### config.mk
export PLATFORM = sky130hd
export DESIGN_NAME = aimbot_dual_cam
export DESIGN_NICKNAME = d
export VERILOG_FILES = /design/src/design/aimbot_pkg.sv /design/src/design/cam_pixel_reader.sv /design/src/design/frame_marker.sv /design/src/design/cam_channel.sv /design/src/design/view_switch.sv /design/src/design/aimbot_dual_cam.sv
export VERILOG_INCLUDE_DIRS = /design/src /design/src/design
export SDC_FILE = /design/constraint.sdc
export NUM_CORES = 1
export LEC_CHECK = 0
export BUFFER_PORTS_ARGS = -buffer_cell sky130_fd_sc_hd__buf_2
export CAP_MARGIN = 20
export CELL_PAD_IN_SITES_DETAIL_PLACEMENT = 2
export CELL_PAD_IN_SITES_GLOBAL_PLACEMENT = 2
export CORE_ASPECT_RATIO = 1.25
export CORE_MARGIN = 2
export CORE_UTILIZATION = 36
export DETAILED_ROUTE_END_ITERATION = 8
export GPL_TIMING_DRIVEN = 0
export HOLD_SLACK_MARGIN = 0.1
export PLACE_DENSITY = 0.76
export SYNTH_ARGS = -nofsm -noshare
export SYNTH_HDL_FRONTEND = slang
export SYNTH_SLANG_ARGS = --single-unit
### constraint.sdc
create_clock -name i_clk -period 1.39 [get_ports i_clk]
set_clock_uncertainty 0.05 [all_clocks]
set_input_delay 0.0695 -clock i_clk [delete_from_list [all_inputs] [get_ports i_clk]]
set_output_delay 0.0695 -clock i_clk [all_outputs]
set_load 0.03 [all_outputs]
### src/design/aimbot_settings.svh
`ifndef AIMBOT_SETTINGS_SVH
`define AIMBOT_SETTINGS_SVH

// Active frame size
// H_ACT must be even and at least 4
`define AIMBOT_H_ACT 16
`define AIMBOT_V_ACT 8

// Crosshair colour, RGB888 components
`define AIMBOT_MARK_R 8'hFF
`define AIMBOT_MARK_G 8'h00
`define AIMBOT_MARK_B 8'h00

`endif

### src/design/aimbot_pkg.sv
package aimbot_pkg;

    // One RGB565 camera word
    // Bytes arrive high first, colours are read by the marker
    typedef union packed {
        struct packed {
            logic [7:0] hi_byte;
            logic [7:0] lo_byte;
        } bytes;
        struct packed {
            logic [4:0] r5;
            logic [5:0] g6;
            logic [4:0] b5;
        } rgb;
    } pixel565_u;

endpackage : aimbot_pkg

### src/design/cam_pixel_reader.sv
`timescale 1ns/100ps
`include "aimbot_settings.svh"

module cam_pixel_reader
    import aimbot_pkg::*;
(
    input  logic                              i_clk      ,
    input  logic                              i_rst      ,
    input  logic                              i_vsync    ,
    input  logic                              i_href     ,
    input  logic [7:0]                        i_data     ,
    output logic                              o_pix_valid,
    output logic                              o_vsync_d  ,
    output logic                              o_line_err ,
    output pixel565_u                         o_pixel    ,
    output logic [$clog2(`AIMBOT_H_ACT)-1:0]  o_col      ,
    output logic [$clog2(`AIMBOT_V_ACT)-1:0]  o_row
);

    localparam int COL_W  = $clog2(`AIMBOT_H_ACT);
    localparam int ROW_W  = $clog2(`AIMBOT_V_ACT);
    localparam int BYTE_W = $clog2(2 * `AIMBOT_H_ACT) + 1;

    localparam logic [COL_W-1:0]  COL_LAST   = COL_W'(`AIMBOT_H_ACT - 1);
    localparam logic [BYTE_W-1:0] LINE_BYTES = BYTE_W'(2 * `AIMBOT_H_ACT);

    logic              href_d;
    logic              phase;
    logic [7:0]        hi_byte;
    logic [BYTE_W-1:0] byte_cnt;
    logic [COL_W-1:0]  col_cnt;
    logic [ROW_W-1:0]  row_cnt;
    logic              href_rise;
    logic              href_fall;

    assign href_rise = i_href & ~href_d;
    assign href_fall = ~i_href & href_d;

    always_ff @(posedge i_clk) begin
        if (i_rst) begin
            href_d      <= 1'b0;
            phase       <= 1'b0;
            byte_cnt    <= '0;
            col_cnt     <= '0;
            row_cnt     <= '0;
            o_col       <= '0;
            o_row       <= '0;
            o_pix_valid <= 1'b0;
            o_vsync_d   <= 1'b0;
            o_line_err  <= 1'b0;
        end else begin
            href_d      <= i_href;
            o_vsync_d   <= i_vsync;
            o_pix_valid <= i_href & phase;
            phase       <= i_href ? ~phase : 1'b0;

            // Saturating count of bytes in the current line
            if (!i_href) begin
                byte_cnt <= '0;
            end else if (byte_cnt != '1) begin
                byte_cnt <= byte_cnt + 1'b1;
            end

            if (href_rise) begin
                col_cnt <= '0;
            end else if (i_href && phase) begin
                o_col <= col_cnt;
                o_row <= row_cnt;
                // Hold at last column on overlong lines
                if (col_cnt != COL_LAST) begin
                    col_cnt <= col_cnt + 1'b1;
                end
            end

            if (i_vsync) begin
                row_cnt <= '0;
            end else if (href_fall) begin
                row_cnt <= row_cnt + 1'b1;
            end

            // Sticky until reset
            if (href_fall && byte_cnt != LINE_BYTES) begin
                o_line_err <= 1'b1;
            end
        end
    end

    always_ff @(posedge i_clk) begin
        if (i_href && !phase) begin
            hi_byte <= i_data;
        end
        if (i_href && phase) begin
            o_pixel.bytes.hi_byte <= hi_byte;
            o_pixel.bytes.lo_byte <= i_data;
        end
    end

    a_href_outside_vsync : assert property (
        @(posedge i_clk) disable iff (i_rst) $rose(i_href) |-> !i_vsync);

    // True column of each pixel stays inside the active line
    a_col_in_range : assert property (
        @(posedge i_clk) disable iff (i_rst) o_pix_valid |-> (byte_cnt <= LINE_BYTES));

endmodule : cam_pixel_reader

### src/design/frame_marker.sv
`timescale 1ns/100ps
`include "aimbot_settings.svh"

module frame_marker
    import aimbot_pkg::*;
(
    input  logic                              i_clk      ,
    input  logic                              i_rst      ,
    input  logic                              i_pix_valid,
    input  logic                              i_vsync    ,
    input  logic                              i_mark_en  ,
    input  pixel565_u                         i_pixel    ,
    input  logic [$clog2(`AIMBOT_H_ACT)-1:0]  i_col      ,
    input  logic [$clog2(`AIMBOT_V_ACT)-1:0]  i_row      ,
    output logic                              o_de       ,
    output logic                              o_vsync    ,
    output logic [7:0]                        o_r        ,
    output logic [7:0]                        o_g        ,
    output logic [7:0]                        o_b
);

    localparam int COL_W = $clog2(`AIMBOT_H_ACT);
    localparam int ROW_W = $clog2(`AIMBOT_V_ACT);

    localparam logic [COL_W-1:0] MID_COL = COL_W'(`AIMBOT_H_ACT / 2);
    localparam logic [ROW_W-1:0] MID_ROW = ROW_W'(`AIMBOT_V_ACT / 2);

    logic [7:0] r8;
    logic [7:0] g8;
    logic [7:0] b8;
    logic       on_mark;

    // Bit repeat so full scale maps to FF
    assign r8 = {i_pixel.rgb.r5, i_pixel.rgb.r5[4:2]};
    assign g8 = {i_pixel.rgb.g6, i_pixel.rgb.g6[5:4]};
    assign b8 = {i_pixel.rgb.b5, i_pixel.rgb.b5[4:2]};

    // Centre row or centre column
    assign on_mark = i_mark_en & ((i_col == MID_COL) | (i_row == MID_ROW));

    always_ff @(posedge i_clk) begin
        if (i_rst) begin
            o_de    <= 1'b0;
            o_vsync <= 1'b0;
        end else begin
            o_de    <= i_pix_valid;
            o_vsync <= i_vsync;
        end
    end

    always_ff @(posedge i_clk) begin
        o_r <= on_mark ? `AIMBOT_MARK_R : r8;
        o_g <= on_mark ? `AIMBOT_MARK_G : g8;
        o_b <= on_mark ? `AIMBOT_MARK_B : b8;
    end

endmodule : frame_marker

### src/design/cam_channel.sv
`timescale 1ns/100ps
`include "aimbot_settings.svh"

module cam_channel
    import aimbot_pkg::*;
(
    input  logic       i_clk     ,
    input  logic       i_rst     ,
    input  logic       i_vsync   ,
    input  logic       i_href    ,
    input  logic       i_mark_en ,
    input  logic [7:0] i_data    ,
    output logic       o_de      ,
    output logic       o_vsync   ,
    output logic       o_line_err,
    output logic [7:0] o_r       ,
    output logic [7:0] o_g       ,
    output logic [7:0] o_b
);

    logic                             pix_valid;
    logic                             vsync_d;
    pixel565_u                        pixel;
    logic [$clog2(`AIMBOT_H_ACT)-1:0] col;
    logic [$clog2(`AIMBOT_V_ACT)-1:0] row;

    cam_pixel_reader u_reader (
        .i_clk      (i_clk     ),
        .i_rst      (i_rst     ),
        .i_vsync    (i_vsync   ),
        .i_href     (i_href    ),
        .i_data     (i_data    ),
        .o_pix_valid(pix_valid ),
        .o_vsync_d  (vsync_d   ),
        .o_line_err (o_line_err),
        .o_pixel    (pixel     ),
        .o_col      (col       ),
        .o_row      (row       )
    );

    frame_marker u_marker (
        .i_clk      (i_clk     ),
        .i_rst      (i_rst     ),
        .i_pix_valid(pix_valid ),
        .i_vsync    (vsync_d   ),
        .i_mark_en  (i_mark_en ),
        .i_pixel    (pixel     ),
        .i_col      (col       ),
        .i_row      (row       ),
        .o_de       (o_de      ),
        .o_vsync    (o_vsync   ),
        .o_r        (o_r       ),
        .o_g        (o_g       ),
        .o_b        (o_b       )
    );

    // Pixels never leak into the vertical blank
    a_de_outside_vsync : assert property (
        @(posedge i_clk) disable iff (i_rst) o_de |-> !o_vsync);

endmodule : cam_channel

### src/design/view_switch.sv
`timescale 1ns/100ps

module view_switch (
    input  logic       i_clk       ,
    input  logic       i_rst       ,
    input  logic       i_cam_switch,
    input  logic       i_de1       ,
    input  logic       i_vsync1    ,
    input  logic       i_de2       ,
    input  logic       i_vsync2    ,
    input  logic [7:0] i_r1        ,
    input  logic [7:0] i_g1        ,
    input  logic [7:0] i_b1        ,
    input  logic [7:0] i_r2        ,
    input  logic [7:0] i_g2        ,
    input  logic [7:0] i_b2        ,
    output logic       o_de        ,
    output logic       o_vsync     ,
    output logic       o_cam_sel   ,
    output logic [7:0] o_r         ,
    output logic [7:0] o_g         ,
    output logic [7:0] o_b
);

    logic vsync1_d;
    logic vsync2_d;
    logic frame_start;
    logic de_sel;

    // Frame start of the camera on display
    assign frame_start = o_cam_sel ? (i_vsync2 & ~vsync2_d) : (i_vsync1 & ~vsync1_d);
    assign de_sel      = o_cam_sel ? i_de2 : i_de1;

    always_ff @(posedge i_clk) begin
        if (i_rst) begin
            vsync1_d  <= 1'b0;
            vsync2_d  <= 1'b0;
            o_cam_sel <= 1'b0;
            o_de      <= 1'b0;
            o_vsync   <= 1'b0;
            o_r       <= 8'h00;
            o_g       <= 8'h00;
            o_b       <= 8'h00;
        end else begin
            vsync1_d <= i_vsync1;
            vsync2_d <= i_vsync2;
            if (frame_start) begin
                o_cam_sel <= i_cam_switch;
            end
            o_de    <= de_sel;
            o_vsync <= o_cam_sel ? i_vsync2 : i_vsync1;
            // Blank colours outside active pixels
            o_r <= !de_sel ? 8'h00 : (o_cam_sel ? i_r2 : i_r1);
            o_g <= !de_sel ? 8'h00 : (o_cam_sel ? i_g2 : i_g1);
            o_b <= !de_sel ? 8'h00 : (o_cam_sel ? i_b2 : i_b1);
        end
    end

endmodule : view_switch

### src/design/aimbot_dual_cam.sv
`timescale 1ns/100ps

module aimbot_dual_cam (
    input  logic       i_clk          ,
    input  logic       i_rst          ,
    input  logic       i_cam_switch   ,
    input  logic       i_mark_en      ,

    input  logic       i_cam1_vsync   ,
    input  logic       i_cam1_href    ,
    input  logic [7:0] i_cam1_data    ,

    input  logic       i_cam2_vsync   ,
    input  logic       i_cam2_href    ,
    input  logic [7:0] i_cam2_data    ,

    output logic       o_hdmi_de      ,
    output logic       o_hdmi_vsync   ,
    output logic [7:0] o_hdmi_r       ,
    output logic [7:0] o_hdmi_g       ,
    output logic [7:0] o_hdmi_b       ,

    output logic       o_cam_sel      ,
    output logic       o_cam1_line_err,
    output logic       o_cam2_line_err
);

    logic       cam1_de, cam1_vsync;
    logic [7:0] cam1_r, cam1_g, cam1_b;
    logic       cam2_de, cam2_vsync;
    logic [7:0] cam2_r, cam2_g, cam2_b;

    cam_channel u_cam1_channel (
        .i_clk     (i_clk          ),
        .i_rst     (i_rst          ),
        .i_vsync   (i_cam1_vsync   ),
        .i_href    (i_cam1_href    ),
        .i_mark_en (i_mark_en      ),
        .i_data    (i_cam1_data    ),
        .o_de      (cam1_de        ),
        .o_vsync   (cam1_vsync     ),
        .o_line_err(o_cam1_line_err),
        .o_r       (cam1_r         ),
        .o_g       (cam1_g         ),
        .o_b       (cam1_b         )
    );

    cam_channel u_cam2_channel (
        .i_clk     (i_clk          ),
        .i_rst     (i_rst          ),
        .i_vsync   (i_cam2_vsync   ),
        .i_href    (i_cam2_href    ),
        .i_mark_en (i_mark_en      ),
        .i_data    (i_cam2_data    ),
        .o_de      (cam2_de        ),
        .o_vsync   (cam2_vsync     ),
        .o_line_err(o_cam2_line_err),
        .o_r       (cam2_r         ),
        .o_g       (cam2_g         ),
        .o_b       (cam2_b         )
    );

    view_switch u_view_switch (
        .i_clk       (i_clk       ),
        .i_rst       (i_rst       ),
        .i_cam_switch(i_cam_switch),
        .i_de1       (cam1_de     ),
        .i_vsync1    (cam1_vsync  ),
        .i_de2       (cam2_de     ),
        .i_vsync2    (cam2_vsync  ),
        .i_r1        (cam1_r      ),
        .i_g1        (cam1_g      ),
        .i_b1        (cam1_b      ),
        .i_r2        (cam2_r      ),
        .i_g2        (cam2_g      ),
        .i_b2        (cam2_b      ),
        .o_de        (o_hdmi_de   ),
        .o_vsync     (o_hdmi_vsync),
        .o_cam_sel   (o_cam_sel   ),
        .o_r         (o_hdmi_r    ),
        .o_g         (o_hdmi_g    ),
        .o_b         (o_hdmi_b    )
    );

endmodule : aimbot_dual_cam

Word-level counts from Yosys, hierarchy flattened
Index checks and enable logic that the tools add are counted.

Logic and storage cells: 106. Register bits after elaboration: 179. Output and inout bits: 29. Input port bits: 24.

$add $sub $neg: 6. Mux-type cells: 6. Reduce and logical (&&, ||, !) cells: 19. Equal/unequal tests: 10. Bitwise logic cells: 23.

Operators by type and width (count): $mux 8 (3); $ne 6x6->1 const B (4); $reduce_or 2->1 (7); $add 6x1->6 const B (2); $not 1->1 (11); $and 1x1->1 (10); $add 4x1->4 const B (2); $eq 4x4->1 const B (2); $ne 4x4->1 const B (2); $reduce_and 2->1 (4); $add 3x1->3 const B (2); $eq 3x3->1 const B (2); $logic_and 1x1->1 (6); $mux 1 (3); $logic_not 1->1 (2); $or 1x1->1 (2).

Logic depth before layout (Yosys ltp)
Gate-level depths: netlist of the first run.

Word-level depth: 4. Depth in mapped cells: 6. Mapped depth without buffers: 5.

By module
From an unflattened synthesis of the first run, not the netlist that was laid out.

Cell total of the unflattened synthesis: 469. Area, all modules: 6012.0 um^2.

Modules (own cells, without submodules): cam_pixel_reader (area each 1761.7 um^2, times used 2, cells each 135, seq. area each 1221.2 um^2); frame_marker (area each 655.6 um^2, times used 2, cells each 52, seq. area each 360.3 um^2); view_switch (area each 1177.4 um^2, times used 1, cells each 95, seq. area each 580.6 um^2).

Worst setup path after synthesis of the first run
Ideal clock, no wire load.

Kind: register to register. Start point: register u_view_switch.o_cam_sel. End point: register u_view_switch.o_g[1]. Stages on the path, launching flop included: 6. Arrival: 1.348 ns. Required time: 1.226 ns. Path slack: -0.122 ns. Period minus slack after synthesis: 1.512 ns. Path through: dfxtp_1 -> buf_6 -> mux2_2 -> nand2_2 -> buf_6 -> nor2_1.

Longest elaborated chain between the ends: 3.

RTL lines: start, declared (RTL line view_switch.sv:19) `output logic o_cam_sel ,`; start signal, assigned (RTL line view_switch.sv:48) `o_cam_sel <= i_cam_switch;`; $mux 1 (RTL line view_switch.sv:32) `assign de_sel = o_cam_sel ? i_de2 : i_de1;`; $not 1->1 (no line); $reduce_or 2->1 (no line); end signal, assigned (RTL line view_switch.sv:54) `o_g <= !de_sel ? 8'h00 : (o_cam_sel ? i_g2 : i_g1);`; end, declared (RTL line view_switch.sv:21) `output logic [7:0] o_g ,`.

Several ways; a longest one is shown, not always the timed one. A chain may end at the register's enable or synchronous reset.

Worst setup path after layout of the first run
Start point: register u_cam1_channel.u_reader.byte_cnt[0]. End point: register u_cam1_channel.u_reader.o_line_err.

Longest elaborated chain between the ends: 2.

RTL lines: start, declared (RTL line cam_pixel_reader.sv:30) `logic [BYTE_W-1:0] byte_cnt;`; start signal, assigned (RTL line cam_pixel_reader.sv:61) `byte_cnt <= byte_cnt + 1'b1;`; $ne 6x6->1 (RTL line cam_pixel_reader.sv:82) `if (href_fall && byte_cnt != LINE_BYTES) begin`; $logic_and 1x1->1 (RTL line cam_pixel_reader.sv:82); end signal, assigned (RTL line cam_pixel_reader.sv:50) `o_line_err <= 1'b0;`; end signal, assigned (RTL line cam_pixel_reader.sv:83) `o_line_err <= 1'b1;`; end, declared (RTL line cam_pixel_reader.sv:14) `output logic o_line_err ,`.

Every way passes these cells.

==> run metrics, run 1 <==
outcome finished, violations left; violated checks DRC; Initial Utilization 36.9%; Flop pwr share 49.1%; relative max-transition margin 61.2%; Final TNS setup 0 ps; power density over cell area 1420 nW/µm²; RR Endpoint u_cam1_channel.u_reader.o_line_err$_SDFFE_PP0P_; Hold Crit Depth 4; final setup violation count 0; Root Buffer clkbuf_16; via density per instance 4.81; CTS tree done; Post-layout nets 564; final wirelength 12.6 mm; Worst-path clk slew 60 ps; fill count 1452; Most used DFF post-synth dfxtp_1; Synthesized Nets 458; Cell Area, Synth 5340 µm²; final period utilization 97.8%; Post-synth EDFFs 48; Bufs and invs on worst path 1; First-pass DRT Iterations 6; metal2 WL 7.01 mm; worst min path class in2reg; gr ovfl total 0; cells after synthesis 426; top-count cell post-synth dfxtp_1; CP Cell Sequence inv_2 -> ha_4 -> or4b_4 -> o21ai_2 -> a21oi_1; peak supply drop 0.000650 V; layout overhead on the synthesized area 29.5%; Seq/Total Area, Yosys 67.1%; asr flop ratio synth 0%; Worst Tran Pin Value 582 ps; share of cells above drive strength 1 26.2%; launch point of the worst hold path i_cam2_href; total track usage 17.3%; reg2reg setup slack 30 ps; Netlist cell types 41; clock latency on the worst-skew pair 430 ps; largest net degree at the start of global routing 17; Design Area, Final 6920 µm²; Std-Cell Rows 49; H-tree depth 4; Critical Path End Type register; CP Max Fanout 3; Hold Crit Endpoint u_cam2_channel.u_reader.o_row[1]$_SDFFE_PP0P_; CTS Buf Count 17; worst hold slack 176 ps; R2R cell count 5; clock power share 47.0%; Clock Path Buffers 2; vias in the first global route 3965; IO Pins 53; port bufs 51; DRT met1 WL 5.01 mm; synthesized flop and latch total 155; crit start category register; first-pass GRT wire length 20.7 mm; DR WL/cell 17.5 µm; Max stage delay cell, worst path or4b_4; Synth Area per Inst 12.5 µm²; Lkg Pwr 2.80 nW; delay-heaviest family, CP simple AND/OR/NAND/NOR gates; sw power 0.00219 W; internal power 0.00763 W; Synth area leader dfxtp_1; DRT antenna net count 0; Sw Share 22.3%; CTS sink cnt 155; Final Hold Violating Endpoints 0; slowest stage delay, CP 450 ps; Final Wtd Congestion 0.728; Core Region 14500 µm²; CP Class reg2reg; WL met3 416 µm; Gate power share 3.9%; routed via count 3478; # diodes 0; r2r startpoint u_cam1_channel.u_reader.byte_cnt[0]$_SDFFE_PP0P_; Synth top area share 40.1%; initial antenna violation count 0; die width 113 µm; WP data required 1630 ps; Max-cap violations 0; unrepaired setup endpoints after global routing true; drt initial violations 134; Post-synth top cells dfxtp_1 (107), edfxtp_1 (48), mux2i_1 (37); Die ar. 15800 µm²; DR DRC count 10; CP Data Arrival Time 1600 ps; Tot Pwr 0.00983 W; min cycle time layout 1360 ps; Top Layer Used met4; Placement Cell Area 5830 µm²; max-slew violations 0; Core Util, Final 47.8%; warning count from the yosys run 0; DP HPWL 8.44 mm; Die H 140 µm; Fmax 736 MHz; top area cells in the synthesized netlist dfxtp_1 (40%), edfxtp_1 (27%), mux2i_1 (6.9%)
==> worst max-delay path by stage <==
stage	from	endpoint	slack, ps	cells past startpoint
floorplan	u_view_switch.o_cam_sel$_SDFFE_PP0P_	u_view_switch.o_g[1]$_SDFF_PP0_	30	5
finish	u_cam1_channel.u_reader.byte_cnt[0]$_SDFFE_PP0P_	u_cam1_channel.u_reader.o_line_err$_SDFFE_PP0P_	30	5
global placement	u_cam2_channel.u_reader.phase$_SDFF_PP0_	u_cam2_channel.u_reader.col_cnt[3]$_SDFFE_PP0P_	-260	4
detailed placement	u_cam2_channel.u_reader.phase$_SDFF_PP0_	u_cam2_channel.u_reader.col_cnt[2]$_SDFFE_PP0P_	-440	4
CTS	u_cam1_channel.u_reader.byte_cnt[1]$_SDFFE_PP0P_	u_cam1_channel.u_reader.o_line_err$_SDFFE_PP0P_	-4	5
global route	u_cam1_channel.u_reader.byte_cnt[0]$_SDFFE_PP0P_	u_cam1_channel.u_reader.o_line_err$_SDFFE_PP0P_	-20	5
==> through the flow <==
stage | setup WS (ps) | std cells
2_1_floorplan | 33.8 | 426
3_3_place_gp | -255 | 655
3_5_place_dp | -437 | 655
4_1_cts | -3.94 | 724
5_1_grt | -21.9 | 723
6_report | 31.0 | 723
==> kinds of logic after synthesis <==
| group | after synthesis | synth area share [%] |
|---|---|---|
| buffers and inverters | 39 | 3.68 |
| and+or+nand+nor | 138 | 14.3 |
| AOI/OAI and AO/OA | 42 | 4.99 |
| xor gates and xnor gates | 6 | 0.983 |
| adders and majority gates | 8 | 1.87 |
| muxes | 38 | 7.14 |
| DFF | 155 | 67.1 |
==> power groups by stage <==
stage | clock network (W) | logic, W | registers (W)
finish | 0.00461 | 0.000384 | 0.00483
global route | 0.00496 | 0.000425 | 0.00484
CTS | 0.00475 | 0.000386 | 0.00483
detailed placement | 0 | 0.000295 | 0.00493
global placement | 0 | 0.000278 | 0.00491
floorplan | 0 | 0.000159 | 0.00492
==> worst min-delay path: stages <==
cell and delay, ps:
buf_2 140, nand3_2 220, mux2i_1 110, nor2_1 80
==> area by class of cell <==
| type | instances | area [µm²] | area share, % |
|---|---|---|---|
| Buffer | 19 | 139 | 2.01 |
| Tap cell | 178 | 223 | 3.22 |
| Inverter | 18 | 75.1 | 1.09 |
| Clock buffer | 17 | 425 | 6.15 |
| Multi-Input combinational cell | 232 | 1670 | 24.2 |
| Sequential cell | 155 | 3590 | 52.0 |
| Timing Repair Buffer | 89 | 624 | 9.03 |
| Clock inverter | 15 | 164 | 2.37 |
==> what timing repair did <==
| item | 4_1_cts | 5_1_grt |
|---|---|---|
| resized for setup | 25 | 19 |
| setup endpoints to repair | 92 | 47 |
| hold endpoints to repair | 66 | 0 |
| buffers inserted | 11 | 0 |
| hold buffers | 27 | 0 |
| pin swaps | 6 | 2 |
==> sequential cells by signal, summed over array words and instances, names as in the netlist, 6 cells and up <==
name and count:
u_cam2_channel.u_reader.hi_byte 8, u_cam1_channel.u_marker.o_g 6, u_cam2_channel.u_reader.byte_cnt 6, u_cam1_channel.u_reader.byte_cnt 6
u_cam1_channel.u_reader.o_pixel 16, u_cam2_channel.u_reader.o_pixel 16, u_cam2_channel.u_marker.o_g 6, u_view_switch.o_g 6
u_cam1_channel.u_reader.hi_byte 8
==> per-layer routing <==
layer | vias up | global-route usage, %
met5 | - | 0
met4 | 0 | 6.80
met3 | 19 | 4.63
met2 | 65 | 32.8
met1 | 1715 | 17.9
li1 | 1679 | -
==> cell usage in the layout (no fill, tap or decap), types with 3 or more instances in the layout <==
cell,count
a21oi_1,14
and2_1,25
buf_2,54
buf_4,17
clkbuf_1,3
clkbuf_16,17
clkinv_4,3
clkinvlp_4,3
dfxtp_1,100
dfxtp_2,6
dlygate4sd3_1,27
edfxtp_1,48
ha_1,6
inv_1,14
inv_6,4
mux2i_1,37
nand2_1,12
nand2b_1,10
nand3_1,7
nand3_2,3
nor2_1,33
nor2b_1,9
nor3_1,18
o211ai_1,8
o21ai_0,6
xor2_1,4
Power figures use the tool's default switching activity.
==> inputs of run 2 (changes only) <==
- CORE_MARGIN: 2 -> 1.5
- CORE_UTILIZATION: 36 -> 43
- PLACE_DENSITY: 0.76 -> 0.84
- clock period: 1.39 -> 1.7 ns (I/O delays scaled with it)
==> run 2 against run 1 <==
  * The flow now finishes without violations
  * Register-to-register slack improved by 60 ps
  * Hold slack worse by 33 ps
  * Setup slack gained 64 ps
  * Total power fell by 19%
  * Wire length rose by 13%
  * Flip-flop and latch count is the same
  * Critical endpoint is now u_cam1_channel.u_marker.o_b[2]$_SDFF_PP0_
  * Highest routed layer unchanged
==> run metrics, run 2 (synthesized netlist as in run 1, its figures left out) <==
outcome completed (was finished, violations left); drt initial violations 114 (was 134); Die H 128 µm (was 140 µm); first-pass GRT wire length 22.0 mm (was 20.7 mm); max-slew violations 0 (unchanged); die width 103 µm (was 113 µm); busiest grt layer met2 (unchanged); Clock Path Buffers 2 (unchanged); largest net degree at the start of global routing 20 (was 17); delay-heaviest family, CP compound AO/OA/AOI/OAI gates (was simple AND/OR/NAND/NOR gates); Worst Tran Pin Value 1020 ps (was 582 ps); CP Cell Sequence nor4b_2 -> o21ai_2 -> buf_1 -> and2_1 (was inv_2 -> ha_4 -> or4b_4 -> o21ai_2 -> a21oi_1); H-tree depth 4 (unchanged); layout overhead on the synthesized area 24.8% (was 29.5%); launch point of the worst hold path i_cam1_href (was i_cam2_href); CTS tree done (unchanged); Initial Utilization 43.9% (was 36.9%); peak supply drop 0.000649 V (was 0.000650 V); RR Endpoint u_cam1_channel.u_marker.o_b[2]$_SDFF_PP0_ (was u_cam1_channel.u_reader.o_line_err$_SDFFE_PP0P_); Placement Cell Area 5800 µm² (was 5830 µm²); non-filler cells, final 702 (was 723); port bufs 51 (unchanged); DR DRC count 0 (was 10); Lkg Pwr 2.71 nW (was 2.80 nW); min cycle time layout 1610 ps (was 1360 ps); Die ar. 13100 µm² (was 15800 µm²); initial antenna violation count 0 (unchanged); CP Class reg2reg (unchanged); Tot Pwr 0.00793 W (was 0.00983 W); most frequent cells in the layout dfxtp_1 (107), buf_2 (55), edfxtp_1 (48) (was dfxtp_1 (100), buf_2 (54), edfxtp_1 (48)); DRT antenna net count 0 (unchanged); Max stage delay cell, worst path o21ai_2 (was or4b_4); CP Max Fanout 10 (was 3); met2 Use GR 43.7% (was 32.8%); reg2reg setup slack 90 ps (was 30 ps); crit start category register (unchanged); CP Data Arrival Time 1910 ps (was 1600 ps); r2r startpoint u_cam1_channel.u_reader.o_col[3]$_SDFFE_PP0P_ (was u_cam1_channel.u_reader.byte_cnt[0]$_SDFFE_PP0P_); Bufs and invs on worst path 1 (unchanged); WP data required 2010 ps (was 1630 ps); slowest stage delay, CP 400 ps (was 450 ps); placed cells 641 (was 655); routed via count 3552 (was 3478); power density over cell area 1190 nW/µm² (was 1420 nW/µm²); DR WL/cell 20.4 µm (was 17.5 µm); Root Buffer clkbuf_16 (unchanged); commonest non-fill, non-tap cell in the layout dfxtp_1 (unchanged); total track usage 23.5% (was 17.3%); Final Hold Violating Endpoints 0 (unchanged); First-pass DRT Iterations 4 (was 6); share of cells above drive strength 1 21.7% (was 26.2%); R2R cell count 4 (was 5); Final Wtd Congestion 0.718 (was 0.728); relative max-transition margin 31.7% (was 61.2%); final period utilization 94.4% (was 97.8%); Std-Cell Rows 45 (was 49); grt met3 use 5.69% (was 4.63%); CTS sink cnt 155 (unchanged); Hold Crit Endpoint u_cam1_channel.u_reader.row_cnt[2]$_SDFFE_PP0P_ (was u_cam2_channel.u_reader.o_row[1]$_SDFFE_PP0P_); Max-cap violations 0 (unchanged); CTS Buf Count 17 (unchanged); Core Region 12200 µm² (was 14500 µm²); clock latency on the worst-skew pair 420 ps (was 430 ps); IO Pins 53 (unchanged); Worst-path clk slew 70 ps (was 60 ps); DP HPWL 9.01 mm (was 8.44 mm); Design Area, Final 6670 µm² (was 6920 µm²); # diodes 0 (unchanged); grt met1 use 25.6% (was 17.9%); final setup violation count 0 (unchanged); Hold Crit Depth 4 (unchanged); vias in the first global route 3964 (was 3965); Critical Path End Type register (unchanged); Fmax 623 MHz (was 736 MHz); final wirelength 14.3 mm (was 12.6 mm); worst hold slack 142 ps (was 176 ps); worst min path class in2reg (unchanged); gr ovfl total 0 (unchanged); Post-layout nets 557 (was 564); biggest regs u_cam1_channel.u_reader.o_pixel (16), u_cam2_channel.u_reader.o_pixel (16) (unchanged); via density per instance 5.06 (was 4.81)
==> run 2: changes by cell type in the layout (fill, tap and decap cells not counted), sizes merged <==
cell	change
clkinvlp	+2
inv	-3
bufinv	-1
clkbuf	+1
clkinv	+1
dlygate4sd3	-4
buf	-3
==> run 2: area by class of cell <==
cell class	instances	area [µm²]
repair buffers	80	531
flip-flops and latches	155	3580
inverters	18	75.1
multi-input cells	232	1580
fillers	1184	5490
clock inverters	14	119
plain buffers	21	130
clock buffers	18	450
well taps	164	205
==> run 2: tightest hold or removal path, stage by stage <==
cell	delay [ps]
buf_2	150
nand3b_1	140
xor2_1	70
nor3_1	120
==> run 2: how the worst max path moves through the flow <==
stage / end / slack [ps] / depth (start not counted) / start
2_1_floorplan: u_view_switch.o_g[1]$_SDFF_PP0_ / 190 / 5 / u_view_switch.o_cam_sel$_SDFFE_PP0P_
6_report: u_cam1_channel.u_marker.o_b[2]$_SDFF_PP0_ / 90 / 4 / u_cam1_channel.u_reader.o_col[3]$_SDFFE_PP0P_
3_5_place_dp: u_cam1_channel.u_reader.col_cnt[3]$_SDFFE_PP0P_ / -120 / 4 / u_cam1_channel.u_reader.phase$_SDFF_PP0_
5_1_grt: u_cam1_channel.u_marker.o_b[6]$_SDFF_PP0_ / -8 / 4 / u_cam1_channel.u_reader.o_col[3]$_SDFFE_PP0P_
3_3_place_gp: u_cam1_channel.u_reader.col_cnt[3]$_SDFFE_PP0P_ / 100 / 4 / u_cam1_channel.u_reader.phase$_SDFF_PP0_
4_1_cts: u_cam2_channel.u_reader.col_cnt[3]$_SDFFE_PP0P_ / 9 / 4 / u_cam2_channel.u_reader.phase$_SDFF_PP0_
==> run 2: what timing repair did <==
action	CTS	global route
hold buffers	23	0
endpoints found under the setup margin	20	13
endpoints found under the hold margin	58	0
gates resized for setup	4	4
setup buffers	0	6
pin swaps	1	0
==> run 2: where the power goes <==
part,leakage (nW),total (W),switching (W),internal (W)
logic,1.11,0.000301,0.000176,0.000125
registers,1.32,0.00395,0.0000440,0.00391
clock network,0.275,0.00368,0.00158,0.00210
total,2.71,0.00793,0.00180,0.00613
==> run 2: stage by stage <==
stage               worst slack [ps]  setup TNS, ps  util, %
detailed placement              -117           -209     47.7
CTS                             9.01              0     54.4
finish                          94.7              0     54.8
floorplan                        188              0        -
global placement                 102              0     47.7
global route                   -7.93          -18.2     54.8
==> run 2: per-layer routing <==
metal	wire, µm	share of wire (%)	vias up
li1	-	-	1668
met1	5750	40	1784
met2	7960	56	79
met3	386	2.7	21
met4	245	1.7	0
met5	0	0	-
